==> config.mk <==
export PLATFORM = sky130hd
export DESIGN_NAME = outputScaler
export DESIGN_NICKNAME = d
export VERILOG_FILES = /design/src/verilog/firPkg.sv /design/src/verilog/outputScaler.sv
export SDC_FILE = /design/constraint.sdc
export NUM_CORES = 1
export LEC_CHECK = 0
export BUFFER_PORTS_ARGS = -buffer_cell sky130_fd_sc_hd__clkbuf_2
export CORE_UTILIZATION = 38
export DETAILED_ROUTE_END_ITERATION = 7
export PLACE_DENSITY = 0.71
export SKIP_LAST_GASP = 1
export SLEW_MARGIN = 20
export SYNTH_ARGS = -nofsm -noshare
export SYNTH_HDL_FRONTEND = slang
export SYNTH_SLANG_ARGS = --single-unit
==> constraint.sdc <==
create_clock -name clock -period 2.5 [get_ports clock]
set_clock_uncertainty 0.15 [all_clocks]
set_input_delay 0.25 -clock clock [delete_from_list [all_inputs] [get_ports clock]]
set_output_delay 0.25 -clock clock [all_outputs]
set_load 0.05 [all_outputs]
==> src/verilog/firPkg.sv <==
// FIR filter shared definitions
package firPkg;

	// Default number of filter taps.
	localparam int TAPS_DEFAULT = 8;

	// Default width of the real and imaginary parts of samples and coefficients.
	localparam int DATA_WIDTH_DEFAULT = 8;

	// Default width of each output part after scaling.
	localparam int OUT_WIDTH_DEFAULT = 16;

	// Default right shift applied before saturation.
	localparam int OUT_SHIFT_DEFAULT = 4;

	// Width of the accumulated sums. A product of two parts needs twice the data
	// width, the tap sum grows by the log of the tap count, and the final complex
	// combine adds or subtracts two such sums, which costs one guard bit.
	function automatic int accWidth(input int dataWidth, input int taps);
		return 2 * dataWidth + $clog2(taps) + 1;
	endfunction

	// States of the coefficient loader.
	typedef enum logic [1:0] {
		LOAD_IDLE,
		LOAD_FILL,
		LOAD_FULL
	} loaderState;

endpackage

==> src/verilog/outputScaler.sv <==
// Output rounding and saturation
module outputScaler #(
	parameter int TAPS = firPkg::TAPS_DEFAULT,
	parameter int DATA_WIDTH = firPkg::DATA_WIDTH_DEFAULT,
	parameter int OUT_WIDTH = firPkg::OUT_WIDTH_DEFAULT,
	parameter int OUT_SHIFT = firPkg::OUT_SHIFT_DEFAULT
) (
	input logic clock,
	input logic reset,
	input logic sumValid,
	input logic signed [firPkg::accWidth(DATA_WIDTH, TAPS)-1:0] sumRe,
	input logic signed [firPkg::accWidth(DATA_WIDTH, TAPS)-1:0] sumIm,
	output logic outValid,
	output logic outOverflow,
	output logic signed [OUT_WIDTH-1:0] outRe,
	output logic signed [OUT_WIDTH-1:0] outIm
);

	import firPkg::*;

	localparam int ACC_W = accWidth(DATA_WIDTH, TAPS);
	// Working width covers the rounding carry and the widest clamp bound.
	localparam int WIDE_W = ((ACC_W + 1 > OUT_WIDTH) ? ACC_W + 1 : OUT_WIDTH) + 1;
	localparam int ROUND_POS = (OUT_SHIFT > 0) ? OUT_SHIFT - 1 : 0;
	localparam logic signed [WIDE_W-1:0] ROUND_HALF =
		(OUT_SHIFT > 0) ? (WIDE_W'(1) << ROUND_POS) : '0;
	// Largest positive output; its complement is the most negative one.
	localparam logic signed [WIDE_W-1:0] MAX_OUT =
		{{(WIDE_W - OUT_WIDTH + 1){1'b0}}, {(OUT_WIDTH - 1){1'b1}}};
	localparam logic signed [WIDE_W-1:0] MIN_OUT = ~MAX_OUT;

	logic signed [OUT_WIDTH-1:0] scaledRe;
	logic signed [OUT_WIDTH-1:0] scaledIm;
	logic clampRe;
	logic clampIm;

	// Round half up, shift, then clamp. Returns high when the value was clamped.
	function automatic logic scalePart(input logic signed [ACC_W-1:0] value,
		output logic signed [OUT_WIDTH-1:0] scaled);
		logic signed [WIDE_W-1:0] wide;
		wide = value;
		wide = (wide + ROUND_HALF) >>> OUT_SHIFT;
		if (wide > MAX_OUT) begin
			scaled = MAX_OUT[OUT_WIDTH-1:0];
			return 1'b1;
		end
		if (wide < MIN_OUT) begin
			scaled = MIN_OUT[OUT_WIDTH-1:0];
			return 1'b1;
		end
		scaled = wide[OUT_WIDTH-1:0];
		return 1'b0;
	endfunction

	always_comb begin
		clampRe = scalePart(sumRe, scaledRe);
		clampIm = scalePart(sumIm, scaledIm);
	end

	// The overflow flag is qualified by valid, so it never lingers between outputs.
	always_ff @(posedge clock) begin
		if (reset) begin
			outValid <= 1'b0;
			outOverflow <= 1'b0;
		end else begin
			outValid <= sumValid;
			outOverflow <= sumValid && (clampRe || clampIm);
		end
	end

	always_ff @(posedge clock) begin
		if (sumValid) begin
			outRe <= scaledRe;
			outIm <= scaledIm;
		end
	end

endmodule

==> results_dict.tcl <==
set metrics [dict create \
    status "finished, final reports clean" \
    num_rows 25 \
    power_density_nw_per_um2 577 \
    start_util_pct 40.3 \
    grt_max_degree 26 \
    tns_ns 0 \
    syn_nets 230 \
    post-synth-top-count-cell "edfxtp_1" \
    syn_area_um2 1940 \
    synth_top_cell_area_share_pct 49.5 \
    synthXorXnorAreaFrac_pct 11.3 \
    p_int_mw 0.958 \
    sw_frac_of_total_pct 32.3 \
    period_share_pct 69.4 \
    yosys.area.top_type "edfxtp_1" \
    synth-adder-area-share_pct 1.29 \
    gr-total-overflow 0 \
    arrival_ns 1.59 \
    drt_iter0_markers 82 \
    syn_avg_cell_area_um2 10.5 \
    crit_required_ns 2.35 \
    grt_pass1_vias 1429 \
    clk_path_buf_depth 2 \
    fin_crit_ns 1.74 \
    worst_path_largest_cell_delay_ns 0.42 \
    setup_viol 0 \
    max_clock_freq_mhz 576 \
    worst_path_max_delay_cell "and4_1" \
    startpoint_type "input pin" \
    hold_violations 0 \
    dieWidth_um 73.5 \
    dp.cells 318 \
    setup.worst_path.end_class "register" \
    cts_setup_buffers 0 \
    track_usage_pct 16.4 \
    nNetsFinal 304 \
    p_switching_mw 0.457 \
    tightest_slew_ns 0.648 \
    layout.cells.non_filler 327 \
    syn-instance-count 185 \
    pin_count 77 \
    synth_top_family_by_area "simple AND/OR/NAND/NOR gates" \
    wl_per_cell_um 12.6 \
    vias 1575 \
    cts_hold_buffers 1 \
    wirelength_um 4130 \
    worstSetupPathType "input pin to register" \
    die_h_um 73.5 \
    ys_warn_count 0 \
    synth.distinct_cells 34 \
    core_area_um2 4820 \
    async_flop_share_pct 0 \
    pwr-share-clk_pct 26.7 \
    rsz0062_at_grt "no" \
    synthTopCellsByCount "32 x edfxtp_1, 23 x nand2_1, 22 x xnor2_1, 13 x nand3_1, 12 x o21ai_0" \
    grt_first_pass_wirelength_um 6710 \
    fillCellCount 479 \
    yosys.area_share.simple_pct 25.0 \
    leakagePower_nw 0.979 \
    io_buffers 70 \
    htree_levels 2 \
    synthToLayoutAreaGrowth_pct 26.2 \
    synth_compound_area_share_pct 7.67 \
    antenna_cells 0 \
    drive_gt1_share_pct 31.9 \
    hold_class "input pin to register" \
    whs_ns 0.158 \
    ys_top_cells_by_area "edfxtp_1 50%, xnor2_1 9.9%, nand2_1 4.4%" \
    clk_pin_slew_ns 0.07 \
    cp_max_fo 8 \
    antenna_found_initial 0 \
    layout_setup_ws_ns 0.764 \
    cts.sinks 34 \
    synth_seq_cells 34 \
    root_buffer "clkbuf_8" \
    synth_edf_count 32 \
    slew_viol_final 0 \
    vdd_ir_drop_max_v 0.000216 \
    cts_tree "built" \
    place_ws_ns 0.489 \
    relSlewSlack_pct 56.8 \
    hpwl_um 3140 \
    viasPerCell 4.82 \
    synth_top_flop_cell "edfxtp_1" \
    place_congestion 0.877 \
    drc_errors 0 \
    pwr-share-comb_pct 24.8 \
    ant_nets 0 \
    maxCapViolCount 0 \
    cts_resized 0 \
    drtPass1Iterations 4 \
    crit_chain "clkbuf_2 > nand4_2 > nor4_4 > and4_1 > o21ai_0" \
    cts_buffers 5 \
    muxShareOfSynthArea_pct 0.516 \
    synth-seq-area-share_pct 51.6 \
    p_seq_share_pct 48.6 \
    die_area_um2 5400 \
]
cells by family (layout without fill, tap and decap cells):
logic type	count (synthesis)	in the layout
buf+inv	13	88
simple gates	84	84
flops	34	34
xor+xnor	25	25
compound gates	26	26
fa+ha+maj	2	2
mux	1	1
area by class of cell:
class	count	area, µm²	share of cell area (%)
clock inverters	1	3.75	0.153
clock buffers	7	76.3	3.12
well taps	67	83.8	3.42
inverters	8	30.0	1.23
flip-flops and latches	34	1000	40.9
multi-input cells	138	887	36.2
repair buffers	72	368	15.0
flip-flops by register name, indices dropped and copies added (netlist names):
name	cells
outOverflow	1
outIm	16
outValid	1
outRe	16
worst max-delay path: cells and delay by family:
family                 cells  cell delay [ns]
and+or+nand+nor            3             1.05
buffers and inverters      1             0.14
AOI/OAI and AO/OA          1             0.15
cells in the final DEF, fill, tap and decap left out, types with 2 or more instances in the layout:
cell / count
clkbuf_2: 70
edfxtp_1: 32
nand2_1: 23
xnor2_1: 22
nand3_1: 13
o21ai_0: 12
nor2_1: 9
inv_1: 8
nor4_1: 8
nor3_1: 8
nand4_1: 7
clkbuf_8: 5
o21ai_1: 4
a21boi_0: 4
o211ai_1: 3
xor2_1: 3
a21oi_1: 2
nor2b_1: 2
and4_1: 2
nand4_2: 2
ha_1: 2
clkbuf_1: 2
dfxtp_1: 2
final timing paths:
kind / from / to / slack (ns) / depth (start not counted)
min: sumRe[17] / outRe[13]$_SDFFCE_PN1P_ / 0.16 / 3
max: sumIm[7] / outIm[10]$_SDFFCE_PN1P_ / 0.76 / 5
metal layers:
metal / global-route usage, % / wire (µm) / share of wire [%] / vias up
li1: - / - / - / 832
met4: 5.56 / 34 / 0.82 / 0
met1: 24.0 / 1970 / 48 / 686
met3: 3.57 / 219 / 5.3 / 2
met5: 0 / 0 / 0 / -
met2: 23.9 / 1910 / 46 / 55
metrics by stage:
stage	power, mW	utilization (%)	area, µm²
after floorplan	0.935	-	1940
after global placement	1.04	49.0	2360
after detailed placement	1.05	49.0	2360
after CTS	1.43	50.9	2450
after global routing	1.48	50.9	2450
final	1.41	50.9	2450
power by group through the flow:
| stage | clock, mW | combinational (mW) | sequential (mW) |
|---|---|---|---|
| after floorplan | 0 | 0.0692 | 0.866 |
| after global placement | 0 | 0.345 | 0.700 |
| after detailed placement | 0 | 0.350 | 0.700 |
| after CTS | 0.391 | 0.353 | 0.687 |
| after global routing | 0.419 | 0.374 | 0.691 |
| final | 0.377 | 0.351 | 0.687 |
(Power assumes the default switching activity.)
