===== src/verilog/firPkg.sv =====
// FIR filter shared definitions
package firPkg;

	// Default number of filter taps.
	localparam int TAPS_DEFAULT = 8;

	// Default width of the real and imaginary parts of samples and coefficients.
	localparam int DATA_WIDTH_DEFAULT = 8;

	// Default width of each output part after scaling.
	localparam int OUT_WIDTH_DEFAULT = 16;

	// Default right shift applied before saturation.
	localparam int OUT_SHIFT_DEFAULT = 4;

	// Width of the accumulated sums. A product of two parts needs twice the data
	// width, the tap sum grows by the log of the tap count, and the final complex
	// combine adds or subtracts two such sums, which costs one guard bit.
	function automatic int accWidth(input int dataWidth, input int taps);
		return 2 * dataWidth + $clog2(taps) + 1;
	endfunction

	// States of the coefficient loader.
	typedef enum logic [1:0] {
		LOAD_IDLE,
		LOAD_FILL,
		LOAD_FULL
	} loaderState;

endpackage


===== src/verilog/firInterfaces.sv =====
// Tap window interface
interface tapWindowIf #(
	parameter int TAPS = firPkg::TAPS_DEFAULT,
	parameter int DATA_WIDTH = firPkg::DATA_WIDTH_DEFAULT
);

	// Pulses for one cycle whenever the sample window has just taken a new sample.
	logic windowValid;

	// Sample window. Index 0 holds the newest sample, index TAPS-1 the oldest.
	logic signed [DATA_WIDTH-1:0] sampleRe [TAPS];
	logic signed [DATA_WIDTH-1:0] sampleIm [TAPS];

	// Coefficient bank. Index k holds h[k], so h[0] meets the newest sample.
	logic signed [DATA_WIDTH-1:0] coeffRe [TAPS];
	logic signed [DATA_WIDTH-1:0] coeffIm [TAPS];

	// The delay line owns the window and its valid strobe.
	modport samples (
		output windowValid,
		output sampleRe,
		output sampleIm
	);

	// The loader owns the bank.
	modport coeffs (
		output coeffRe,
		output coeffIm
	);

	// The multiply-accumulate only reads.
	modport mac (
		input windowValid,
		input sampleRe,
		input sampleIm,
		input coeffRe,
		input coeffIm
	);

endinterface


===== src/verilog/sampleDelayLine.sv =====
// Complex sample delay line
module sampleDelayLine #(
	parameter int TAPS = firPkg::TAPS_DEFAULT,
	parameter int DATA_WIDTH = firPkg::DATA_WIDTH_DEFAULT
) (
	input logic clock,
	input logic reset,
	input logic sampleValid,
	input logic signed [DATA_WIDTH-1:0] sampleInRe,
	input logic signed [DATA_WIDTH-1:0] sampleInIm,
	tapWindowIf.samples window
);

	// The valid strobe follows the sample strobe by one cycle, together with
	// the window it describes.
	always_ff @(posedge clock) begin
		if (reset) begin
			window.windowValid <= 1'b0;
		end else begin
			window.windowValid <= sampleValid;
		end
	end

	// Window shift. The history is cleared on reset so that the first outputs
	// see zeros in the older taps.
	always_ff @(posedge clock) begin
		if (reset) begin
			for (int k = 0; k < TAPS; k++) begin
				window.sampleRe[k] <= '0;
				window.sampleIm[k] <= '0;
			end
		end else if (sampleValid) begin
			// Every entry moves one place towards the old end.
			for (int k = TAPS - 1; k > 0; k--) begin
				window.sampleRe[k] <= window.sampleRe[k-1];
				window.sampleIm[k] <= window.sampleIm[k-1];
			end
			// The new sample enters at the front.
			window.sampleRe[0] <= sampleInRe;
			window.sampleIm[0] <= sampleInIm;
		end
		// No strobe, no shift. Gaps leave the window as it was.
	end

	// A valid window always carries the sample strobed one cycle earlier at
	// its front.
	assert property (@(posedge clock) disable iff (reset)
		window.windowValid |-> ($past(sampleValid)
			&& (window.sampleRe[0] == $past(sampleInRe))
			&& (window.sampleIm[0] == $past(sampleInIm))))
		else $error("windowValid without a preceding sample strobe");

endmodule

===== src/flat_wrapper.sv =====
// flat-port wrapper written by rule: the top's interface ports become plain ports
module sampleDelayLine_flat 
#(
	parameter int TAPS = firPkg::TAPS_DEFAULT,
	parameter int DATA_WIDTH = firPkg::DATA_WIDTH_DEFAULT
)
  (clock, reset, sampleValid, sampleInRe, sampleInIm, window_windowValid, window_sampleRe, window_sampleIm);
  tapWindowIf #(.TAPS(TAPS), .DATA_WIDTH(DATA_WIDTH)) window_i ();
  input logic clock;
  input logic reset;
  input logic sampleValid;
  input logic signed [DATA_WIDTH-1:0] sampleInRe;
  input logic signed [DATA_WIDTH-1:0] sampleInIm;
  output wire logic [$bits(window_i.windowValid)-1:0] window_windowValid;
  output wire logic [$bits(window_i.sampleRe)-1:0] window_sampleRe;
  output wire logic [$bits(window_i.sampleIm)-1:0] window_sampleIm;
  assign window_windowValid = window_i.windowValid;
  assign window_sampleRe = {>>{window_i.sampleRe}};
  assign window_sampleIm = {>>{window_i.sampleIm}};
  sampleDelayLine #(.TAPS(TAPS), .DATA_WIDTH(DATA_WIDTH)) u_core (.clock(clock), .reset(reset), .sampleValid(sampleValid), .sampleInRe(sampleInRe), .sampleInIm(sampleInIm), .window(window_i));
endmodule

===== config.mk =====
export PLATFORM = sky130hd
export DESIGN_NAME = sampleDelayLine_flat
export DESIGN_NICKNAME = d
export VERILOG_FILES = /design/src/verilog/firPkg.sv /design/src/verilog/firInterfaces.sv /design/src/verilog/sampleDelayLine.sv /design/src/flat_wrapper.sv
export SDC_FILE = /design/constraint.sdc
export NUM_CORES = 1
export LEC_CHECK = 0
export ABC_AREA = 0
export BUFFER_PORTS_ARGS = -buffer_cell sky130_fd_sc_hd__buf_4
export CORE_AREA = 2 2 136 85
export DETAILED_ROUTE_END_ITERATION = 8
export DIE_AREA = 0 0 138 87
export GPL_ROUTABILITY_DRIVEN = 0
export GPL_TIMING_DRIVEN = 0
export HOLD_SLACK_MARGIN = 0.05
export PLACE_DENSITY = 0.81
export SLEW_MARGIN = 20
export SYNTH_ARGS = -nofsm -noshare
export SYNTH_HDL_FRONTEND = slang
export SYNTH_SLANG_ARGS = --single-unit

===== constraint.sdc =====
create_clock -name clock -period 1.7 [get_ports clock]
set_input_delay 0.34 -clock clock [delete_from_list [all_inputs] [get_ports clock]]
set_output_delay 0.34 -clock clock [all_outputs]
set_load 0.05 [all_outputs]

==> run metrics, run 1 <==
# clock sinks 129; CP endpoint kind output port; DIE AREA 12,010 sq um; core area 10,890 sq um; syn nets 434; share of layout cells above drive strength 1 32.77%; register area share after synthesis 55.34%; hold slack 173.8 ps; mux share of post-synthesis cell area 27.45%; pin count of the biggest net entering global routing 17; DR iter-0 viols 84; Post-DRT Antenna Nets 0; Final HPWL DP 8025 um; Boundary Pins 148; Setup CP Type reg2out; H-tree depth 4; Hold Path Class in2reg; vias per cell 4.724; Power Density 1154 nW/um^2; Arrival @ worst endpoint 1030 ps; FF-to-FF path depth 2; r2r setup slk 1010 ps; Setup Fix Bufs, Post-CTS 0; 1st-pass router iterations 4; Num CTS Buffers 17; Initial Util 42.87%; CP Cell Sequence buf_4; WP data required 1360 ps; slowest cell on the critical path dfxtp_1; commonest cells after routing, fill and taps aside buf_4 (147), dfxtp_1 (129), mux2i_1 (128), nor2_1 (128), clkbuf_16 (17); RSZ-0062 raised after global routing no; most common cell after layout, fill and taps aside buf_4; status finished clean; CTS tree yes; Worst setup endpoint window_sampleIm[46]; Synth Area in Simple Gates 10.43%; total track usage 18.40%; routed via count 3,477; fin crit share 80.60%; Pleak 0.003217 uW; VDD IR max 0.8241 mV; Mapped Area 4667 sq um; Final setup viols 0; Final nets 598; main combinational cell family by area after synthesis multiplexers; Bufs on Longest Clock Path 2; Slew Limit Fails 0; layout filler cell count 916; width of the die 138 um; skew final 8.433 ps; post-synthesis area per instance 11.25 sq um; Multi-input gate area 1768 sq um; DRT Wirelength 10,970 um; post-synthesis adder-cell area fraction 0%; Antenna Cells 0; Post-Syn Instances 415; hold_buf cts 0; CP top delay family flip-flops; yosys warns 0; RR Endpoint u_core.window.sampleRe[41]$_SDFFE_PP0P_; fmax 0.7299 GHz; post_cts resized 0; number of max-cap violations 0; Skew-Pair Late Insertion Delay 400 ps; CP Launch Type flop; Reg clk slew, reported paths 60 ps; Hold Vio Cnt, Final 0; crit path buf inv count 1; CP Launch Point u_core.window.sampleIm[46]$_SDFFE_PP0P_; vias in the first global route 3,411; Yosys reg bits 129; CP max stage delay 400 ps; post-layout min period 1370 ps; Die Ht 87 um; worst rel slew slack 68.21%; initial antenna violation count 0; Area growth syn-to-layout 40.97%; placed cell areas 5936 sq um; Design Area, Final 6579 sq um; sequential cell area 2582 sq um; gr ovfl total 0; critical path peak fanout 3; Worst Tran Pin Value 476.9 ps; worst r2r src u_core.window.sampleRe[41]$_SDFFE_PP0P_; first-pass GRT wire length 17,490 um; critical path depth 1; wire per inst 14.90 um; Distinct cells, synth 10; Compound-Gate Fraction of Synth Area 0%; total negative setup slack 0 ps; Buffers on Ports 145; # DRC 0; # rows 30; xor/xnor cell area share of the yosys netlist 0%; Root Driver clkbuf_16
[state kept, by name (all words and copies together), names as in the netlist]
register / flops
u_core.window.sampleIm: 64
u_core.window.sampleRe: 64
u_core.window.windowValid: 1
[per-layer routing]
layer  track usage (%)  vias up  share of wire, %
li1                  -     1715                 -
met1             23.10     1643                46
met2             29.25      107                45
met3             7.697       12               8.1
met4             5.566        0              0.83
met5                 0        -                 0
[synth_stat cells]
cell type,instances,share of area (%)
buf_12,11,4.7
buf_6,1,0.24
buf_4,2,0.32
buf_8,1,0.32
nor2_1,128,10
mux2i_1,128,27
clkbuf_1,12,0.97
nor2b_1,1,0.13
buf_2,2,0.21
dfxtp_1,129,55
[kinds of logic (layout without fill, tap and decap cells)]
logic type / Yosys count / count (layout)
buffers and inverters: 29 / 206
and+or+nand+nor: 129 / 129
DFF: 129 / 129
muxes: 128 / 128
[report_power, final]
part / switching [uW] / internal, uW / leakage [uW]
Clock: 1360 / 2520 / 0.000309
Sequential: 40.2 / 3070 / 0.00104
Combinational: 362 / 235 / 0.00186
[stage by stage]
stage | setup slack, ps | std cells | utilization [%] | power [uW]
floorplan | 600.0 | 415 | - | 3610
CTS | 320.8 | 736 | 60.44 | 7676
global route | 289.2 | 736 | 60.44 | 7839
global placement | 507.6 | 704 | 54.53 | 3765
finish | 329.9 | 736 | 60.44 | 7591
detailed placement | 446.2 | 704 | 54.53 | 3777
[how the worst min path moves through the flow]
| stage | start | endpoint | slack (ps) | cells after the start |
|---|---|---|---|---|
| 2_1_floorplan | sampleInRe[5] | u_core.window.sampleRe[61]$_SDFFE_PP0P_ | 490 | 2 |
| 4_1_cts | sampleInRe[6] | u_core.window.sampleRe[62]$_SDFFE_PP0P_ | 160 | 3 |
| 6_report | sampleInIm[0] | u_core.window.sampleIm[56]$_SDFFE_PP0P_ | 170 | 3 |
| 5_1_grt | sampleInRe[6] | u_core.window.sampleRe[62]$_SDFFE_PP0P_ | 170 | 3 |
| 3_3_place_gp | u_core.window.sampleRe[4]$_SDFFE_PP0P_ | u_core.window.sampleRe[4]$_SDFFE_PP0P_ | 480 | 2 |
| 3_5_place_dp | u_core.window.sampleRe[5]$_SDFFE_PP0P_ | u_core.window.sampleRe[5]$_SDFFE_PP0P_ | 490 | 2 |
[final cells by class]
class	count	area share [%]
Timing Repair Buffer	145	16.55
Sequential cell	129	39.25
Multi-Input combinational cell	257	26.87
Clock buffer	18	6.676
Tap cell	144	2.739
Clock inverter	14	3.100
Buffer	29	4.812
(Power assumes the default switching activity.)
==> run 2, diff against run 1 <==
Settings changed: PLACE_DENSITY 0.81 to 0.84.
Clock period 1.7 ns to 1.2 ns, I/O delays scaled along.
==> run 2 against run 1 <==
Against the previous run: worst setup slack worse by 310 ps; clock skew is 1.1 ps lower; via count is 2.8% higher; worst hold slack worse by 100 ps; flip-flop and latch count stayed put; core utilization is 8.1 points higher; critical endpoint is now window_sampleIm[29]; count of clock-buffer cells in the layout is 2 higher.
==> run metrics, run 2 (synthesis results as in run 1) <==
WHS Path Cells 3 (unchanged); highest routed metal layer met4; DR iter-0 viols 66 (-21%); 1st-pass router iterations 4 (unchanged); Hold Path End u_core.window.sampleRe[61]$_SDFFE_PP0P_; post-route setup slack 23.36 ps (-306.5 ps); critical path peak fanout 3 (unchanged); Hold Path Class in2reg; Arrival @ worst endpoint 940 ps (-90 ps); met2 WL 6012 um (+21%); Final HPWL DP 7890 um (-1.7%); CP Cell Sequence buf_6; core area 10,890 sq um (unchanged); Boundary Pins 148 (unchanged); VDD IR max 1.123 mV (+36%); CTS tree yes; WP data required 960 ps (-400 ps); RSZ-0062 raised after global routing yes; CP Launch Type flop; pre-CTS setup slack 69.79 ps (-376.4 ps); initial antenna violation count 0 (unchanged); hold_buf cts 0 (unchanged); Root Driver clkbuf_16; fmax 0.8499 GHz; Buffers on Ports 145 (unchanged); FF-to-FF path depth 3 (+1); WL met1 5459 um (+9.0%); Num CTS Buffers 17 (unchanged); final std cells w/o fill 738 (+0.27%); r2r setup slk 320 ps (-690 ps); skew final 7.290 ps (-1.143 ps); Reg clk slew, reported paths 60 ps (about the same); worst r2r src u_core.window.sampleIm[44]$_SDFFE_PP0P_; Pleak 0.003424 uW (+6.4%); Post-DRT Antenna Nets 0 (unchanged); CP endpoint kind output port; Hold Vio Cnt, Final 0 (unchanged); Final nets 600 (+0.33%); # clock sinks 129 (unchanged); fin crit share 98.05%; # rows 30 (unchanged); # DRC 0 (unchanged); Initial Util 42.87% (unchanged); routed via count 3,575 (+2.8%); wire per inst 16.95 um (+14%); width of the die 138 um (unchanged); Worst Tran Pin Value 498.3 ps (+21.38 ps); hold path start sampleInRe[5]; Die Ht 87 um (unchanged); CP Launch Point u_core.window.sampleIm[29]$_SDFFE_PP0P_; total track usage 20.41% (+2.0 points); CP top delay family flip-flops; vias in the first global route 3,746 (+9.8%); Largest regs u_core.window.sampleIm (64), u_core.window.sampleRe (64), u_core.window.windowValid (1); vias per cell 4.844 (+2.5%); status finished clean; met3 routed WL 885 um (-0.45%); Util after Layout 68.57% (+8.1 points); DIE AREA 12,010 sq um (unchanged); share of layout cells above drive strength 1 53.87% (+21 points); placed cell count 704 (unchanged); Area growth syn-to-layout 59.95%; Setup CP Type reg2out; Bufs on Longest Clock Path 2 (unchanged); number of max-cap violations 0 (unchanged); DRT Wirelength 12,510 um (+14%); worst rel slew slack 66.78% (-1.4 points); RR Endpoint u_core.window.sampleIm[44]$_SDFFE_PP0P_; commonest cells after routing, fill and taps aside mux2i_1 (128), nor2_1 (128), dfxtp_2 (95), buf_6 (80), buf_8 (50); pin count of the biggest net entering global routing 17 (unchanged); first-pass GRT wire length 19,150 um (+9.5%); Final setup viols 0 (unchanged); hold slack 72.90 ps (-100.9 ps); Power Density 1430 nW/um^2 (+24%); H-tree depth 4 (unchanged); crit path buf inv count 1 (unchanged); slowest cell on the critical path dfxtp_2; Slew Limit Fails 0 (unchanged); post-layout min period 1177 ps; CP max stage delay 360 ps (-40 ps); Skew-Pair Late Insertion Delay 410 ps (about the same); Antenna Cells 0 (unchanged); Pwr Total 10,670 uW (+41%); gr ovfl total 0 (unchanged)
## run 2: changes by cell type in the layout (fill, tap and decap cells not counted)
cell        previous run  this run
buf_4                147        21
dfxtp_1              129         5
dfxtp_2                0        95
buf_6                  1        80
buf_8                  1        50
dfxtp_4                0        29
clkinv_4               4         0
clkinvlp_4             2         5
clkbuf_8               1         3
bufinv_16              4         3
clkinv_2               1         2
inv_8                  1         0
## run 2: stage by stage
step	TNS (ps)	cell area (sq um)
6_report	0	7465
5_1_grt	-82.42	7465
4_1_cts	0	7113
3_5_place_dp	0	5936
3_3_place_gp	0	5936
2_1_floorplan	0	4667
## run 2: worst max-delay path by stage
stage,endpoint,slack [ps],cells after the start
2_1_floorplan,u_core.window.sampleIm[0]$_SDFFE_PP0P_,200,5
3_3_place_gp,u_core.window.sampleRe[52]$_SDFFE_PP0P_,90,3
3_5_place_dp,u_core.window.sampleRe[9]$_SDFFE_PP0P_,70,5
4_1_cts,window_sampleIm[63],0.2,1
5_1_grt,window_sampleIm[29],-10,1
6_report,window_sampleIm[29],20,1
## run 2: routing by layer
metal	up-vias	GRT usage, %
met5	-	0
met4	0	7.328
met3	16	8.796
met2	113	33.12
met1	1728	24.54
li1	1718	-
## run 2: timing repair
action	4_1_cts	5_1_grt
resized for setup	214	116
endpoints found under the setup margin	115	77
buffers inserted	0	2
## run 2: report_power, final
part / total (uW) / switching (uW) / internal [uW]
sequential: 4380 / 74.0 / 4310
combinational: 917 / 524 / 393
clock: 5370 / 1940 / 3440
total: 10700 / 2530 / 8140
## run 2: final cells by class
class | instances | area [sq um]
multi-input combinational | 257 | 1768
timing repair buffer | 147 | 1768
clock buffer | 20 | 466.7
tap | 144 | 180.2
buffer | 29 | 316.6
clock inverter | 12 | 155.1
sequential | 129 | 2810
fill | 788 | 3421
