$ cat config.mk
export PLATFORM = sky130hd
export DESIGN_NAME = coeffLoader_flat
export DESIGN_NICKNAME = d
export VERILOG_FILES = /design/src/verilog/firPkg.sv /design/src/verilog/firInterfaces.sv /design/src/verilog/coeffLoader.sv /design/src/flat_wrapper.sv
export SDC_FILE = /design/constraint.sdc
export NUM_CORES = 1
export LEC_CHECK = 0
export BUFFER_PORTS_ARGS = -buffer_cell sky130_fd_sc_hd__buf_2
export CAP_MARGIN = 20
export CORE_MARGIN = 2
export CORE_UTILIZATION = 40
export DETAILED_ROUTE_END_ITERATION = 16
export GPL_TIMING_DRIVEN = 0
export PLACE_DENSITY = 0.75
export SYNTH_ARGS = -nofsm -noshare
export SYNTH_HDL_FRONTEND = slang
export SYNTH_SLANG_ARGS = --single-unit
$ cat constraint.sdc
create_clock -name clock -period 2.3 [get_ports clock]
set_input_delay 0.46 -clock clock [delete_from_list [all_inputs] [get_ports clock]]
set_output_delay 0.46 -clock clock [all_outputs]
set_load 0.05 [all_outputs]
$ cat src/verilog/firPkg.sv
// FIR filter shared definitions
package firPkg;

	// Default number of filter taps.
	localparam int TAPS_DEFAULT = 8;

	// Default width of the real and imaginary parts of samples and coefficients.
	localparam int DATA_WIDTH_DEFAULT = 8;

	// Default width of each output part after scaling.
	localparam int OUT_WIDTH_DEFAULT = 16;

	// Default right shift applied before saturation.
	localparam int OUT_SHIFT_DEFAULT = 4;

	// Width of the accumulated sums. A product of two parts needs twice the data
	// width, the tap sum grows by the log of the tap count, and the final complex
	// combine adds or subtracts two such sums, which costs one guard bit.
	function automatic int accWidth(input int dataWidth, input int taps);
		return 2 * dataWidth + $clog2(taps) + 1;
	endfunction

	// States of the coefficient loader.
	typedef enum logic [1:0] {
		LOAD_IDLE,
		LOAD_FILL,
		LOAD_FULL
	} loaderState;

endpackage

$ cat src/verilog/firInterfaces.sv
// Tap window interface
interface tapWindowIf #(
	parameter int TAPS = firPkg::TAPS_DEFAULT,
	parameter int DATA_WIDTH = firPkg::DATA_WIDTH_DEFAULT
);

	// Pulses for one cycle whenever the sample window has just taken a new sample.
	logic windowValid;

	// Sample window. Index 0 holds the newest sample, index TAPS-1 the oldest.
	logic signed [DATA_WIDTH-1:0] sampleRe [TAPS];
	logic signed [DATA_WIDTH-1:0] sampleIm [TAPS];

	// Coefficient bank. Index k holds h[k], so h[0] meets the newest sample.
	logic signed [DATA_WIDTH-1:0] coeffRe [TAPS];
	logic signed [DATA_WIDTH-1:0] coeffIm [TAPS];

	// The delay line owns the window and its valid strobe.
	modport samples (
		output windowValid,
		output sampleRe,
		output sampleIm
	);

	// The loader owns the bank.
	modport coeffs (
		output coeffRe,
		output coeffIm
	);

	// The multiply-accumulate only reads.
	modport mac (
		input windowValid,
		input sampleRe,
		input sampleIm,
		input coeffRe,
		input coeffIm
	);

endinterface

$ cat src/verilog/coeffLoader.sv
// Coefficient bank loader
module coeffLoader #(
	parameter int TAPS = firPkg::TAPS_DEFAULT,
	parameter int DATA_WIDTH = firPkg::DATA_WIDTH_DEFAULT
) (
	input logic clock,
	input logic reset,
	input logic coeffStart,
	input logic coeffValid,
	input logic signed [DATA_WIDTH-1:0] coeffInRe,
	input logic signed [DATA_WIDTH-1:0] coeffInIm,
	output logic coeffsReady,
	tapWindowIf.coeffs window
);

	import firPkg::*;

	// The write index has to reach TAPS itself, one past the last entry.
	localparam int IDX_W = $clog2(TAPS + 1);
	localparam logic [IDX_W-1:0] LAST_INDEX = IDX_W'(TAPS - 1);
	localparam logic [IDX_W-1:0] FULL_INDEX = IDX_W'(TAPS);

	loaderState state;
	logic [IDX_W-1:0] writeIndex;
	logic signed [DATA_WIDTH-1:0] bankRe [TAPS];
	logic signed [DATA_WIDTH-1:0] bankIm [TAPS];

	// A write is taken only while the bank is filling.
	logic writeEnable;
	assign writeEnable = (state == LOAD_FILL) && coeffValid;

	// Load FSM. A start pulse always restarts the fill, even from a full bank.
	always_ff @(posedge clock) begin
		if (reset) begin
			state <= LOAD_IDLE;
			writeIndex <= '0;
		end else if (coeffStart) begin
			state <= LOAD_FILL;
			writeIndex <= '0;
		end else if (writeEnable) begin
			writeIndex <= writeIndex + 1'b1;
			// The last write completes the bank.
			if (writeIndex == LAST_INDEX) begin
				state <= LOAD_FULL;
			end
		end
	end

	// Bank storage. Each entry compares its own position against the index,
	// so only one entry is written per strobe.
	always_ff @(posedge clock) begin
		for (int k = 0; k < TAPS; k++) begin
			if (reset || coeffStart) begin
				bankRe[k] <= '0;
				bankIm[k] <= '0;
			end else if (writeEnable && (writeIndex == IDX_W'(k))) begin
				bankRe[k] <= coeffInRe;
				bankIm[k] <= coeffInIm;
			end
		end
	end

	assign window.coeffRe = bankRe;
	assign window.coeffIm = bankIm;

	// Ready only once every entry has been written since the last start.
	assign coeffsReady = (state == LOAD_FULL);

	// A start and a write in the same cycle would lose the write.
	assert property (@(posedge clock) disable iff (reset) !(coeffStart && coeffValid))
		else $error("coeffStart and coeffValid high together");

	// The index stays in range, and sits at TAPS exactly when the bank is full.
	assert property (@(posedge clock) disable iff (reset)
		(writeIndex <= FULL_INDEX) && ((state == LOAD_FULL) == (writeIndex == FULL_INDEX)))
		else $error("write index out of step with loader state");

endmodule

$ cat src/flat_wrapper.sv
// flat-port wrapper written by rule: the top's interface ports become plain ports
module coeffLoader_flat import firPkg::*;
#(
	parameter int TAPS = firPkg::TAPS_DEFAULT,
	parameter int DATA_WIDTH = firPkg::DATA_WIDTH_DEFAULT
)
  (clock, reset, coeffStart, coeffValid, coeffInRe, coeffInIm, coeffsReady, window_coeffRe, window_coeffIm);
  tapWindowIf #(.TAPS(TAPS), .DATA_WIDTH(DATA_WIDTH)) window_i ();
  input logic clock;
  input logic reset;
  input logic coeffStart;
  input logic coeffValid;
  input logic signed [DATA_WIDTH-1:0] coeffInRe;
  input logic signed [DATA_WIDTH-1:0] coeffInIm;
  output logic coeffsReady;
  output wire logic [$bits(window_i.coeffRe)-1:0] window_coeffRe;
  output wire logic [$bits(window_i.coeffIm)-1:0] window_coeffIm;
  assign window_coeffRe = {>>{window_i.coeffRe}};
  assign window_coeffIm = {>>{window_i.coeffIm}};
  coeffLoader #(.TAPS(TAPS), .DATA_WIDTH(DATA_WIDTH)) u_core (.clock(clock), .reset(reset), .coeffStart(coeffStart), .coeffValid(coeffValid), .coeffInRe(coeffInRe), .coeffInIm(coeffInIm), .coeffsReady(coeffsReady), .window(window_i));
endmodule
==> summary.txt, run 1 <==
Worst hold path
  • Hold Crit Class: input port to flip-flop
  • WHS Path Cells: 2
  • Worst hold start: reset
  • Hold EP: u_core.state[0]

Synth
  • Distinct cells, synth: 29
  • Asr flop ratio synth: 0
  • Synth area leaders: dfxtp_1 53%, mux2i_1 26%, nand2_1 11%, nand3_4 2.4%, buf_6 1.8%
  • Synth Area in Compound Gates: 0.00471
  • Seq cells post-synth: 134
  • Largest family of logic cells by synthesized area: multiplexers
  • Most instantiated cells after synthesis: 144 x nand2_1, 134 x dfxtp_1, 129 x mux2i_1
  • Syn nets: 493
  • Cells after synthesis: 469
  • Post-synthesis adder-cell area fraction: 0.00992
  • Ys flop type: dfxtp_1
  • Synth top area share: 0.532
  • YS warnings: 0
  • Synth Area in XOR/XNOR: 0.00347
  • Post-synthesis sequential area ratio: 0.532
  • Post-synth top area cell: dfxtp_1
  • Count leader, synth: nand2_1
  • Cell Area, Synth: 5040 um^2
  • Number of flops mapped to enable cells by yosys: 0
  • Simple-gate share of the synthesized area: 0.151
  • Syn Area/Cell: 10.8 um^2
  • Mux contribution to synthesized area: 0.256

Worst setup path
  • Reg2Reg Setup Slack: 0.78 ns
  • Worst r2r path cells: 6
  • Crit-path cells: nor2b_1, buf_2
  • WP buf/inv: 1
  • Reg2reg start: u_core.state[0]
  • Startpoint Class: flip-flop
  • CP required: 1.84 ns
  • Delay of the slowest critical-path stage: 0.38 ns
  • Crit. End Element: primary output
  • WP data arrival: 1.25 ns
  • Crit path kind: flip-flop to primary output
  • Reg2reg end: u_core.window.coeffRe[5]
  • Delay-heaviest family, CP: flip-flops
  • Crit-path max FO: 5
  • Crit-path slowest cell: dfxtp_1

Route
  • Metal3 WL: 937 um
  • Initial DRC count: 236
  • Met2 Wirelength: 6.56 mm
  • DR pass1 iterations: 4
  • Post-route DRC: 0
  • Met1 wire length: 5.69 mm
  • Final WL: 13.4 mm
  • Via count: 3,923
  • Via-to-Cell Ratio: 4.78
  • Avg WL per Cell: 16.4 um
  • Detail Route Antenna Nets: 0
  • Top sig layer: met4

Cells and area
  • Area delta synth->final: 31.1%
  • Diodes inserted: 0
  • Fillers: 1,110
  • Multi-input logic area: 2150 um^2
  • Sequential cell area: 2680 um^2
  • Final net count: 660
  • Ratio of cells with drive above 1 in the final layout: 0.316

Timing
  • Clock Skew: 0.00621 ns
  • Actual slew at the worst max-slew pin: 0.556 ns
  • Worst hold slack: 0.284 ns
  • Setup violators final: 0
  • Fmax: 0.584 GHz
  • Fin. max-slew vios: 0
  • Final hold vios: 0
  • TNS Setup: 0 ns
  • RSZ-0062 raised after global routing: no
  • Minimum clock period: 1.71 ns
  • Post-route clock period utilization: 0.745
  • Slew HR: 0.629

Global route
  • Largest net degree at the start of global routing: 17
  • Initial antenna violation count: 0
  • Vias in the first global route: 3,910
  • Total track usage: 0.202
  • Grt ovf: 0
  • First-pass GRT wire length: 20.2 mm

Floorplanning
  • Die area: 13,500 um^2
  • I/O Pins: 149
  • FP Rows: 41
  • Die X: 116 um
  • Initial Utilization: 0.405
  • Die extent in y: 116 um
  • Core area: 12,500 um^2

CTS
  • H-tree levels: 4
  • Post-CTS Setup Inserts: 0
  • Clock-pin slew on the worst setup and hold paths: 0.05 ns
  • CTS sink cnt: 134
  • CTS buffer count: 17
  • Clk Latency, worst-skew pair: 0.42 ns
  • Post-cts resize count: 0
  • CTS tree: built
  • Hold-fix buffers, CTS: 0
  • CTS max path bufs: 2
  • Clk root buf: clkbuf_16

Power
  • Sw power: 1.12 mW
  • Clock power frac: 0.526
  • Peak supply drop: 0.410 mV
  • Pwr dens: 811 nW/um^2
  • Sequential fraction of design power: 0.436
  • Switching share of power: 0.209
  • Comb power frac: 0.038
  • Cell-internal power: 4.24 mW
  • Leak: 3.58 nW

Placed design
  • PortBufs: 148
  • Final HPWL DP: 9.91 mm
  • GP Congestion: 0.797

Outcome
  • Status: complete, no violations

Run
  • Max Cap Violations: 0
==> final cells by class <==
cell class / count / share of cell area
tap: 172 / 0.0325
buffer: 27 / 0.0310
inverter: 3 / 0.00170
clock inverter: 10 / 0.0231
timing repair buffer: 148 / 0.112
sequential: 134 / 0.406
clock buffer: 21 / 0.0696
multi-input combinational: 305 / 0.324
==> through the flow <==
step,util,total power [mW],cell area (um^2),std cells,setup slack (ns)
after CTS,0.531,5.41,6610,820,0.563
after floorplan,-,2.52,5040,469,0.754
after global placement,0.481,2.59,6000,789,0.383
after global routing,0.531,5.53,6610,820,0.526
final,0.531,5.36,6610,820,0.588
after detailed placement,0.481,2.59,6000,789,0.326
==> cell usage in the layout, fill, tap and decap left out, types with 4 or more instances in the layout <==
cell type / instances
dfxtp_1: 134
bufinv_16: 4
ha_1: 4
clkbuf_16: 17
buf_2: 154
nand2_1: 144
clkbuf_1: 12
clkinv_2: 5
nand3_4: 7
mux2i_1: 129
buf_6: 8
==> state kept, by name (all words and copies together), names as in the netlist <==
| register | cells |
|---|---|
| u_core.window.coeffIm | 64 |
| u_core.window.coeffRe | 64 |
| u_core.writeIndex | 4 |
| u_core.state | 2 |
==> power by group through the flow <==
stage	Clock, mW	Combinational (mW)	Sequential [mW]
3_3_place_gp	0	0.199	2.39
2_1_floorplan	0	0.108	2.41
5_1_grt	2.97	0.217	2.34
4_1_cts	2.87	0.205	2.34
3_5_place_dp	0	0.203	2.39
6_report	2.82	0.203	2.34
==> logic make-up (layout without fill, tap and decap cells) <==
kind of cell,count (synthesis),in the layout
muxes,129,129
xor gates and xnor gates,2,2
buffers and inverters,30,209
and+or+nand+nor,166,166
AOI/OAI and AO/OA,4,4
adders and majority gates,4,4
DFF,134,134
==> worst max path at each step <==
stage / start / to / slack, ns / cells after the start
CTS: u_core.state[1] / coeffsReady / 0.56 / 2
detailed placement: coeffStart / u_core.window.coeffRe[34] / 0.33 / 5
global placement: coeffStart / u_core.window.coeffRe[7] / 0.38 / 5
floorplan: u_core.state[1] / coeffsReady / 0.75 / 1
finish: u_core.state[1] / coeffsReady / 0.59 / 2
global route: u_core.state[1] / coeffsReady / 0.53 / 2
==> worst register-to-register path, stage by stage (launching register included) <==
cell	delay, ns
dfxtp_1	0.40
and2_0	0.14
buf_2	0.20
and3_4	0.22
buf_12	0.14
buf_12	0.14
mux2i_1	0.19
==> routing by layer <==
layer  track usage  vias up
met4        0.0730        0
met5             0        -
met2         0.347      149
met3        0.0706       16
met1         0.233     1865
li1              -     1893
(Power assumes the default switching activity.)
==> inputs of run 2 (changes only) <==
--- a/config.mk
+++ b/config.mk
@@ -5,6 +5,7 @@
 export SDC_FILE = /design/constraint.sdc
 export NUM_CORES = 1
 export LEC_CHECK = 0
+export ABC_AREA = 1
 export BUFFER_PORTS_ARGS = -buffer_cell sky130_fd_sc_hd__buf_2
 export CAP_MARGIN = 20
 export CORE_MARGIN = 2
==> constraint.sdc (replaced) <==
create_clock -name clock -period 1.6 [get_ports clock]
set_input_delay 0.32 -clock clock [delete_from_list [all_inputs] [get_ports clock]]
set_output_delay 0.32 -clock clock [all_outputs]
set_load 0.05 [all_outputs]
==> run 2 against run 1 <==
Net effect: design area is 3.1% higher; register-to-register slack worse by 0.64 ns; synthesized area is 3.0% higher; hold slack worse by 0.21 ns; combinational power is 110% higher; clock skew is 0.00094 ns higher; global-route usage is 2.3 points higher; critical endpoint unchanged.
==> summary.txt, run 2 <==
Synth
  • Cell Area, Synth: 5200 um^2 (was 5040 um^2)
  • Seq cells post-synth: 134 (unchanged)
  • Count leader, synth: nand2_1 (unchanged)
  • Asr flop ratio synth: 0 (unchanged)
  • Cells after synthesis: 755 (was 469)
  • YS warnings: 0 (unchanged)
  • Ys flop type: dfxtp_1 (unchanged)
  • Simple-gate share of the synthesized area: 0.405 (was 0.151)
  • Mux contribution to synthesized area: 0 (was 0.256)
  • Synth Area in Compound Gates: 0.00770 (was 0.00471)
  • Most instantiated cells after synthesis: 266 x nand2_1, 262 x nor2_1, 134 x dfxtp_1 (was 144 x nand2_1, 134 x dfxtp_1, 129 x mux2i_1)
  • Synth Area in XOR/XNOR: 0 (was 0.00347)
  • Synth top area share: 0.516 (was 0.532)
  • Post-synthesis sequential area ratio: 0.516 (was 0.532)
  • Distinct cells, synth: 17 (was 29)
  • Number of flops mapped to enable cells by yosys: 0 (unchanged)
  • Post-synth top area cell: dfxtp_1 (unchanged)
  • Syn nets: 779 (was 493)
  • Largest family of logic cells by synthesized area: simple AND/OR/NAND/NOR gates (was multiplexers)
  • Post-synthesis adder-cell area fraction: 0.00963 (was 0.00992)
  • Syn Area/Cell: 6.88 um^2 (was 10.8 um^2)
  • Synth area leaders: dfxtp_1 52%, nand2_1 19%, nor2_1 19%, buf_2 1.9%, buf_4 1.9% (was dfxtp_1 53%, mux2i_1 26%, nand2_1 11%, nand3_4 2.4%, buf_6 1.8%)

Cells and area
  • Commonest non-fill, non-tap cell in the layout: nand2_1 (was buf_2)
  • Most frequent cells in the layout: 266 x nand2_1, 261 x nor2_1, 163 x buf_2, 134 x dfxtp_1, 24 x inv_1 (was 154 x buf_2, 144 x nand2_1, 134 x dfxtp_1, 129 x mux2i_1, 17 x clkbuf_16)
  • Area delta synth->final: 31.2% (was 31.1%)
  • Ratio of cells with drive above 1 in the final layout: 0.241 (was 0.316)
  • Final net count: 946 (was 660)
  • Diodes inserted: 0 (unchanged)
  • Final core occ: 0.538 (was 0.531)

Worst setup path
  • Crit-path max FO: 3 (was 5)
  • Crit-path cells: inv_1, nor2_1, buf_2 (was nor2b_1, buf_2)
  • WP buf/inv: 2 (was 1)
  • Crit path kind: flip-flop to primary output (unchanged)
  • Stages on worst setup path: 3 (was 2)
  • Startpoint Class: flip-flop (unchanged)
  • Reg2reg start: u_core.writeIndex[2] (was u_core.state[0])
  • Worst r2r path cells: 8 (was 6)
  • Delay-heaviest family, CP: buffers and inverters (was flip-flops)
  • Crit. End Element: primary output (unchanged)
  • WP data arrival: 1.21 ns (was 1.25 ns)
  • Crit-path slowest cell: dfxtp_1 (unchanged)
  • CP required: 1.28 ns (was 1.84 ns)
  • Delay of the slowest critical-path stage: 0.34 ns (was 0.38 ns)
  • Reg2Reg Setup Slack: 0.14 ns (was 0.78 ns)
  • Reg2reg end: u_core.window.coeffIm[54] (was u_core.window.coeffRe[5])

Route
  • Detail Route Antenna Nets: 0 (unchanged)
  • Avg WL per Cell: 13.9 um (was 16.4 um)
  • Initial DRC count: 330 (was 236)
  • Post-route DRC: 0 (unchanged)
  • DR pass1 iterations: 5 (was 4)
  • Via count: 4,981 (was 3,923)
  • Via-to-Cell Ratio: 4.50 (was 4.78)
  • Final WL: 15.4 mm (was 13.4 mm)

Placed design
  • PortBufs: 148 (unchanged)
  • Dpl ws: -0.269 ns (was 0.326 ns)
  • GP Congestion: 0.867 (was 0.797)
  • Final HPWL DP: 10.6 mm (was 9.91 mm)

CTS
  • Post-cts resize count: 0 (unchanged)
  • CTS sink cnt: 134 (unchanged)
  • CTS max path bufs: 2 (unchanged)
  • Hold-fix buffers, CTS: 0 (unchanged)
  • CTS buffer count: 17 (unchanged)
  • Post-CTS Setup Inserts: 0 (unchanged)
  • H-tree levels: 4 (unchanged)
  • CTS tree: built (unchanged)
  • Clk root buf: clkbuf_16 (unchanged)
  • Clock-pin slew on the worst setup and hold paths: 0.06 ns (was 0.05 ns)
  • Clk Latency, worst-skew pair: 0.42 ns (about the same)

Timing
  • Setup violators final: 0 (unchanged)
  • Final hold vios: 0 (unchanged)
  • Actual slew at the worst max-slew pin: 0.543 ns (was 0.556 ns)
  • Post-route clock period utilization: 0.954
  • Clock Skew: 0.00714 ns (was 0.00621 ns)
  • Minimum clock period: 1.53 ns
  • Fin. max-slew vios: 0 (unchanged)
  • Slew HR: 0.638 (was 0.629)
  • Worst hold slack: 0.0752 ns (was 0.284 ns)
  • Fmax: 0.655 GHz
  • Setup ws final: 0.0730 ns (was 0.588 ns)
  • TNS Setup: 0 ns (unchanged)

Power
  • Pwr dens: 1160 nW/um^2 (was 811 nW/um^2)
  • Clock power frac: 0.521 (was 0.526)
  • Sw power: 1.75 mW (was 1.12 mW)
  • Sequential fraction of design power: 0.426 (was 0.436)
  • Cell-internal power: 6.15 mW (was 4.24 mW)
  • Switching share of power: 0.221 (was 0.209)
  • Peak supply drop: 0.508 mV (was 0.410 mV)
  • Leak: 3.06 nW (was 3.58 nW)
  • Comb power frac: 0.053 (was 0.038)

Global route
  • Grt ovf: 0 (unchanged)
  • Vias in the first global route: 4,445 (was 3,910)
  • Largest net degree at the start of global routing: 17 (unchanged)
  • First-pass GRT wire length: 23.8 mm (was 20.2 mm)
  • Total track usage: 0.225 (was 0.202)
  • Initial antenna violation count: 0 (unchanged)

Floorplanning
  • FP Rows: 41 (unchanged)
  • Die extent in y: 118 um (was 116 um)
  • Die area: 13,900 um^2 (was 13,500 um^2)
  • Die X: 118 um (was 116 um)
  • I/O Pins: 149 (unchanged)
  • Core area: 12,700 um^2 (was 12,500 um^2)
  • Initial Utilization: 0.410 (was 0.405)

Worst hold path
  • Hold EP: u_core.state[0] (unchanged)
  • WHS Path Cells: 2 (unchanged)
  • Hold Crit Class: input port to flip-flop (unchanged)
  • Worst hold start: reset (unchanged)

Run
  • Max Cap Violations: 0 (unchanged)

Outcome
  • Status: complete, no violations (unchanged)
==> run 2: through the flow <==
step / instances / total power, mW / instance area [um^2]
after CTS: 1107 / 7.94 / 6780
after global placement: 1075 / 3.85 / 6150
after floorplan: 755 / 3.71 / 5200
final: 1107 / 7.90 / 6820
after detailed placement: 1075 / 3.85 / 6150
after global routing: 1107 / 8.15 / 6820
==> run 2: cell type report <==
| type | instances | area (um^2) |
|---|---|---|
| Inverter | 24 | 90.1 |
| Clock buffer | 24 | 512 |
| Multi-Input combinational cell | 557 | 2220 |
| Tap cell | 172 | 215 |
| Fill cell | 1248 | 5850 |
| Sequential cell | 134 | 2680 |
| Clock inverter | 8 | 118 |
| Timing Repair Buffer | 148 | 741 |
| Buffer | 40 | 244 |
==> run 2: metal layers <==
metal	global-route usage	up-vias	wire, um
met4	0.0843	0	322
met3	0.0586	27	941
met1	0.280	2211	6840
met5	0	-	0
li1	-	2580	-
met2	0.372	163	7310
==> run 2: kinds of logic (layout without fill, tap and decap cells) <==
group                      count (synthesis)  in the layout
adders and majority gates                  4              4
and+or+nand+nor                          545            545
buffers and inverters                     64            244
DFF                                      134            134
AOI/OAI and AO/OA                          8              8
==> run 2: worst max path at each step <==
stage | to | start | slack, ns
floorplan | coeffsReady | u_core.state[1] | 0.26
global placement | u_core.window.coeffIm[18] | coeffStart | -0.26
detailed placement | u_core.window.coeffIm[26] | coeffStart | -0.27
CTS | coeffsReady | u_core.state[1] | 0.07
global route | u_core.window.coeffIm[30] | u_core.writeIndex[0] | -0.01
finish | coeffsReady | u_core.state[1] | 0.07
==> run 2: worst reg2reg max path, delay by kind of cell (launching register included) <==
kind,cells,cell delay (ns)
buffers and inverters,2,0.43
and+or+nand+nor,6,0.64
DFF,1,0.29
==> run 2: power groups by stage <==
stage	Combinational [mW]	Sequential (mW)	Clock, mW
2_1_floorplan	0.217	3.49	0
3_3_place_gp	0.414	3.44	0
5_1_grt	0.465	3.37	4.32
3_5_place_dp	0.416	3.44	0
4_1_cts	0.417	3.37	4.15
6_report	0.421	3.37	4.11
==> inputs of run 3 (changes only) <==
--- a/config.mk
+++ b/config.mk
@@ -11,8 +11,8 @@
 export CORE_MARGIN = 2
 export CORE_UTILIZATION = 40
 export DETAILED_ROUTE_END_ITERATION = 16
-export GPL_TIMING_DRIVEN = 0
-export PLACE_DENSITY = 0.75
+export GPL_TIMING_DRIVEN = 1
+export PLACE_DENSITY = 0.78
 export SYNTH_ARGS = -nofsm -noshare
 export SYNTH_HDL_FRONTEND = slang
 export SYNTH_SLANG_ARGS = --single-unit
==> constraint.sdc (replaced) <==
create_clock -name clock -period 1.4 [get_ports clock]
set_input_delay 0.28 -clock clock [delete_from_list [all_inputs] [get_ports clock]]
set_output_delay 0.28 -clock clock [all_outputs]
set_load 0.05 [all_outputs]
==> run 3 against run 2 <==
Net effect: clock-buffer cell count is 1 lower; final cell count is 0.90% lower; global-route usage is 2.2 points lower; clock skew is 0.0030 ns higher; largest power group unchanged; sequential power is 14% higher; die area stayed put; utilization is 3.4 points higher; power is 13% higher; critical path depth is 5 higher; routed wire length is 0.30% lower; setup slack worse by 0.069 ns; highest routed layer unchanged.
==> summary.txt, run 3 (same netlist as run 2, synthesis figures left out) <==
Cells and area
  • Sequential cell area: 2700 um^2 (was 2680 um^2)
  • Multi-input logic area: 2340 um^2 (was 2220 um^2)
  • Area delta synth->final: 39.4% (was 31.2%)
  • Final Cell Area: 7240 um^2 (was 6820 um^2)
  • Final net count: 937 (was 946)
  • Commonest non-fill, non-tap cell in the layout: nor2_1 (was nand2_1)
  • Fillers: 1,183 (was 1,248)
  • Ratio of cells with drive above 1 in the final layout: 0.266 (was 0.241)
  • Fin cells: 1,097 (was 1,107)
  • Final core occ: 0.572 (was 0.538)
  • Diodes inserted: 0 (unchanged)
  • Most frequent cells in the layout: 260 x nor2_1, 254 x nand2_1, 147 x buf_2, 129 x dfxtp_1, 27 x clkbuf_16 (was 266 x nand2_1, 261 x nor2_1, 163 x buf_2, 134 x dfxtp_1, 24 x inv_1)

Route
  • Via count: 5,071 (was 4,981)
  • Metal3 WL: 1.06 mm (was 941 um)
  • Met2 Wirelength: 7.15 mm (was 7.31 mm)
  • Final WL: 15.4 mm (about the same)
  • Post-route DRC: 0 (unchanged)
  • Avg WL per Cell: 14.0 um (was 13.9 um)
  • Detail Route Antenna Nets: 0 (unchanged)
  • Initial DRC count: 506 (was 330)
  • Via-to-Cell Ratio: 4.62 (was 4.50)
  • Top sig layer: met4 (unchanged)
  • DR pass1 iterations: 6 (was 5)
  • Met1 wire length: 6.83 mm (was 6.84 mm)

Timing
  • Minimum clock period: 1.40 ns
  • Final hold vios: 0 (unchanged)
  • RSZ-0062 raised after global routing: yes
  • Clock Skew: 0.0101 ns (was 0.00714 ns)
  • Post-route clock period utilization: 0.997
  • Setup violators final: 0 (unchanged)
  • Slew HR: 0.627 (was 0.638)
  • TNS Setup: 0 ns (unchanged)
  • Actual slew at the worst max-slew pin: 0.559 ns (was 0.543 ns)
  • Worst hold slack: 0.0590 ns (was 0.0752 ns)
  • Fmax: 0.716 GHz
  • Fin. max-slew vios: 0 (unchanged)
  • Setup ws final: 0.00421 ns (was 0.0730 ns)

Power
  • Peak supply drop: 0.698 mV (was 0.508 mV)
  • Leak: 3.13 nW (was 3.06 nW)
  • Pwr dens: 1230 nW/um^2 (was 1160 nW/um^2)
  • Tot Pwr: 8.93 mW (was 7.90 mW)

CTS
  • Clk Latency, worst-skew pair: 0.41 ns (was 0.42 ns)
  • H-tree levels: 4 (unchanged)
  • CTS max path bufs: 2 (unchanged)
  • Clock-pin slew on the worst setup and hold paths: 0.06 ns (about the same)
  • CTS buffer count: 17 (unchanged)
  • Hold-fix buffers, CTS: 0 (unchanged)
  • Clk root buf: clkbuf_16 (unchanged)
  • CTS sink cnt: 134 (unchanged)
  • CTS tree: built (unchanged)

Worst setup path
  • WP data arrival: 1.70 ns (was 1.21 ns)
  • Delay of the slowest critical-path stage: 0.38 ns (was 0.34 ns)
  • CP most frequent cell: nand2_1
  • Startpoint Class: flip-flop (unchanged)
  • Crit-path max FO: 8 (was 3)
  • Crit. End Element: flip-flop (was primary output)
  • Crit-path slowest cell: dfxtp_4 (was dfxtp_1)
  • WP buf/inv: 2 (unchanged)
  • Crit-path cells: inv_4, ha_4, nand3_4, nor2_4, clkbuf_16, nand2_1, nand2_1, nor2_1 (was inv_1, nor2_1, buf_2)
  • Delay-heaviest family, CP: simple AND/OR/NAND/NOR gates (was buffers and inverters)
  • CP required: 1.70 ns (was 1.28 ns)
  • Crit path kind: flip-flop to flip-flop (was flip-flop to primary output)

Floorplanning
  • Die area: 13,900 um^2 (unchanged)
  • I/O Pins: 149 (unchanged)
  • Die X: 118 um (unchanged)
  • Initial Utilization: 0.410 (unchanged)
  • Die extent in y: 118 um (unchanged)
  • FP Rows: 41 (unchanged)
  • Core area: 12,700 um^2 (unchanged)

Placed design
  • Placed cell count: 1,052 (was 1,075)
  • GP Congestion: 0.805 (was 0.867)
  • Final HPWL DP: 9.15 mm (was 10.6 mm)
  • DP Area: 6190 um^2 (was 6150 um^2)
  • PortBufs: 148 (unchanged)
  • Dpl ws: 0.0229 ns (was -0.269 ns)

Global route
  • Vias in the first global route: 4,135 (was 4,445)
  • Total track usage: 0.202 (was 0.225)
  • Grt ovf: 0 (unchanged)
  • First-pass GRT wire length: 21.7 mm (was 23.8 mm)
  • Largest net degree at the start of global routing: 59 (was 17)
  • Initial antenna violation count: 0 (unchanged)

Worst hold path
  • Hold Crit Class: input port to flip-flop (unchanged)

Run
  • Max Cap Violations: 0 (unchanged)

Outcome
  • Status: complete, no violations (unchanged)
-- run 3: cell types whose count changed in the layout (fill, tap and decap cells not counted), sizes merged --
cell      delta
clkinvlp     +2
buf         -11
clkinv       -2
clkbuf       +1
-- run 3: area by class of cell --
class,instances,share of cell area
inverters,24,0.0131
flip-flops and latches,134,0.372
well taps,172,0.0297
multi-input cells,557,0.324
clock inverters,8,0.0169
repair buffers,179,0.178
clock buffers,23,0.0660
-- run 3: timing repair --
item	CTS	global route
setup buffers	0	4
pin swaps	0	5
cloned	0	10
gates resized for setup	4	44
endpoints found under the setup margin	1	123
-- run 3: path summary, 6_finish.rpt --
| kind | cells past startpoint | start | slack [ns] | end |
|---|---|---|---|---|
| min | 2 | reset | 0.06 | u_core.state[0] |
| max | 8 | u_core.writeIndex[0] | 0.004 | u_core.window.coeffRe[25] |
| max reg2reg | 8 | u_core.writeIndex[0] | 0.004 | u_core.window.coeffRe[25] |
| min reg2reg | 2 | u_core.window.coeffRe[46] | 0.47 | u_core.window.coeffRe[46] |
-- run 3: report_power, final --
part,total [mW],switching (mW),internal [mW],leakage [nW]
combinational,0.525,0.366,0.160,1.76
clock,4.55,1.62,2.93,0.285
sequential,3.85,0.0182,3.83,1.08
-- run 3: metal layers --
layer  vias up  track usage
met5         -            0
met4         0       0.0858
met3        27       0.0480
met2       197        0.315
met1      2273        0.269
li1       2574            -
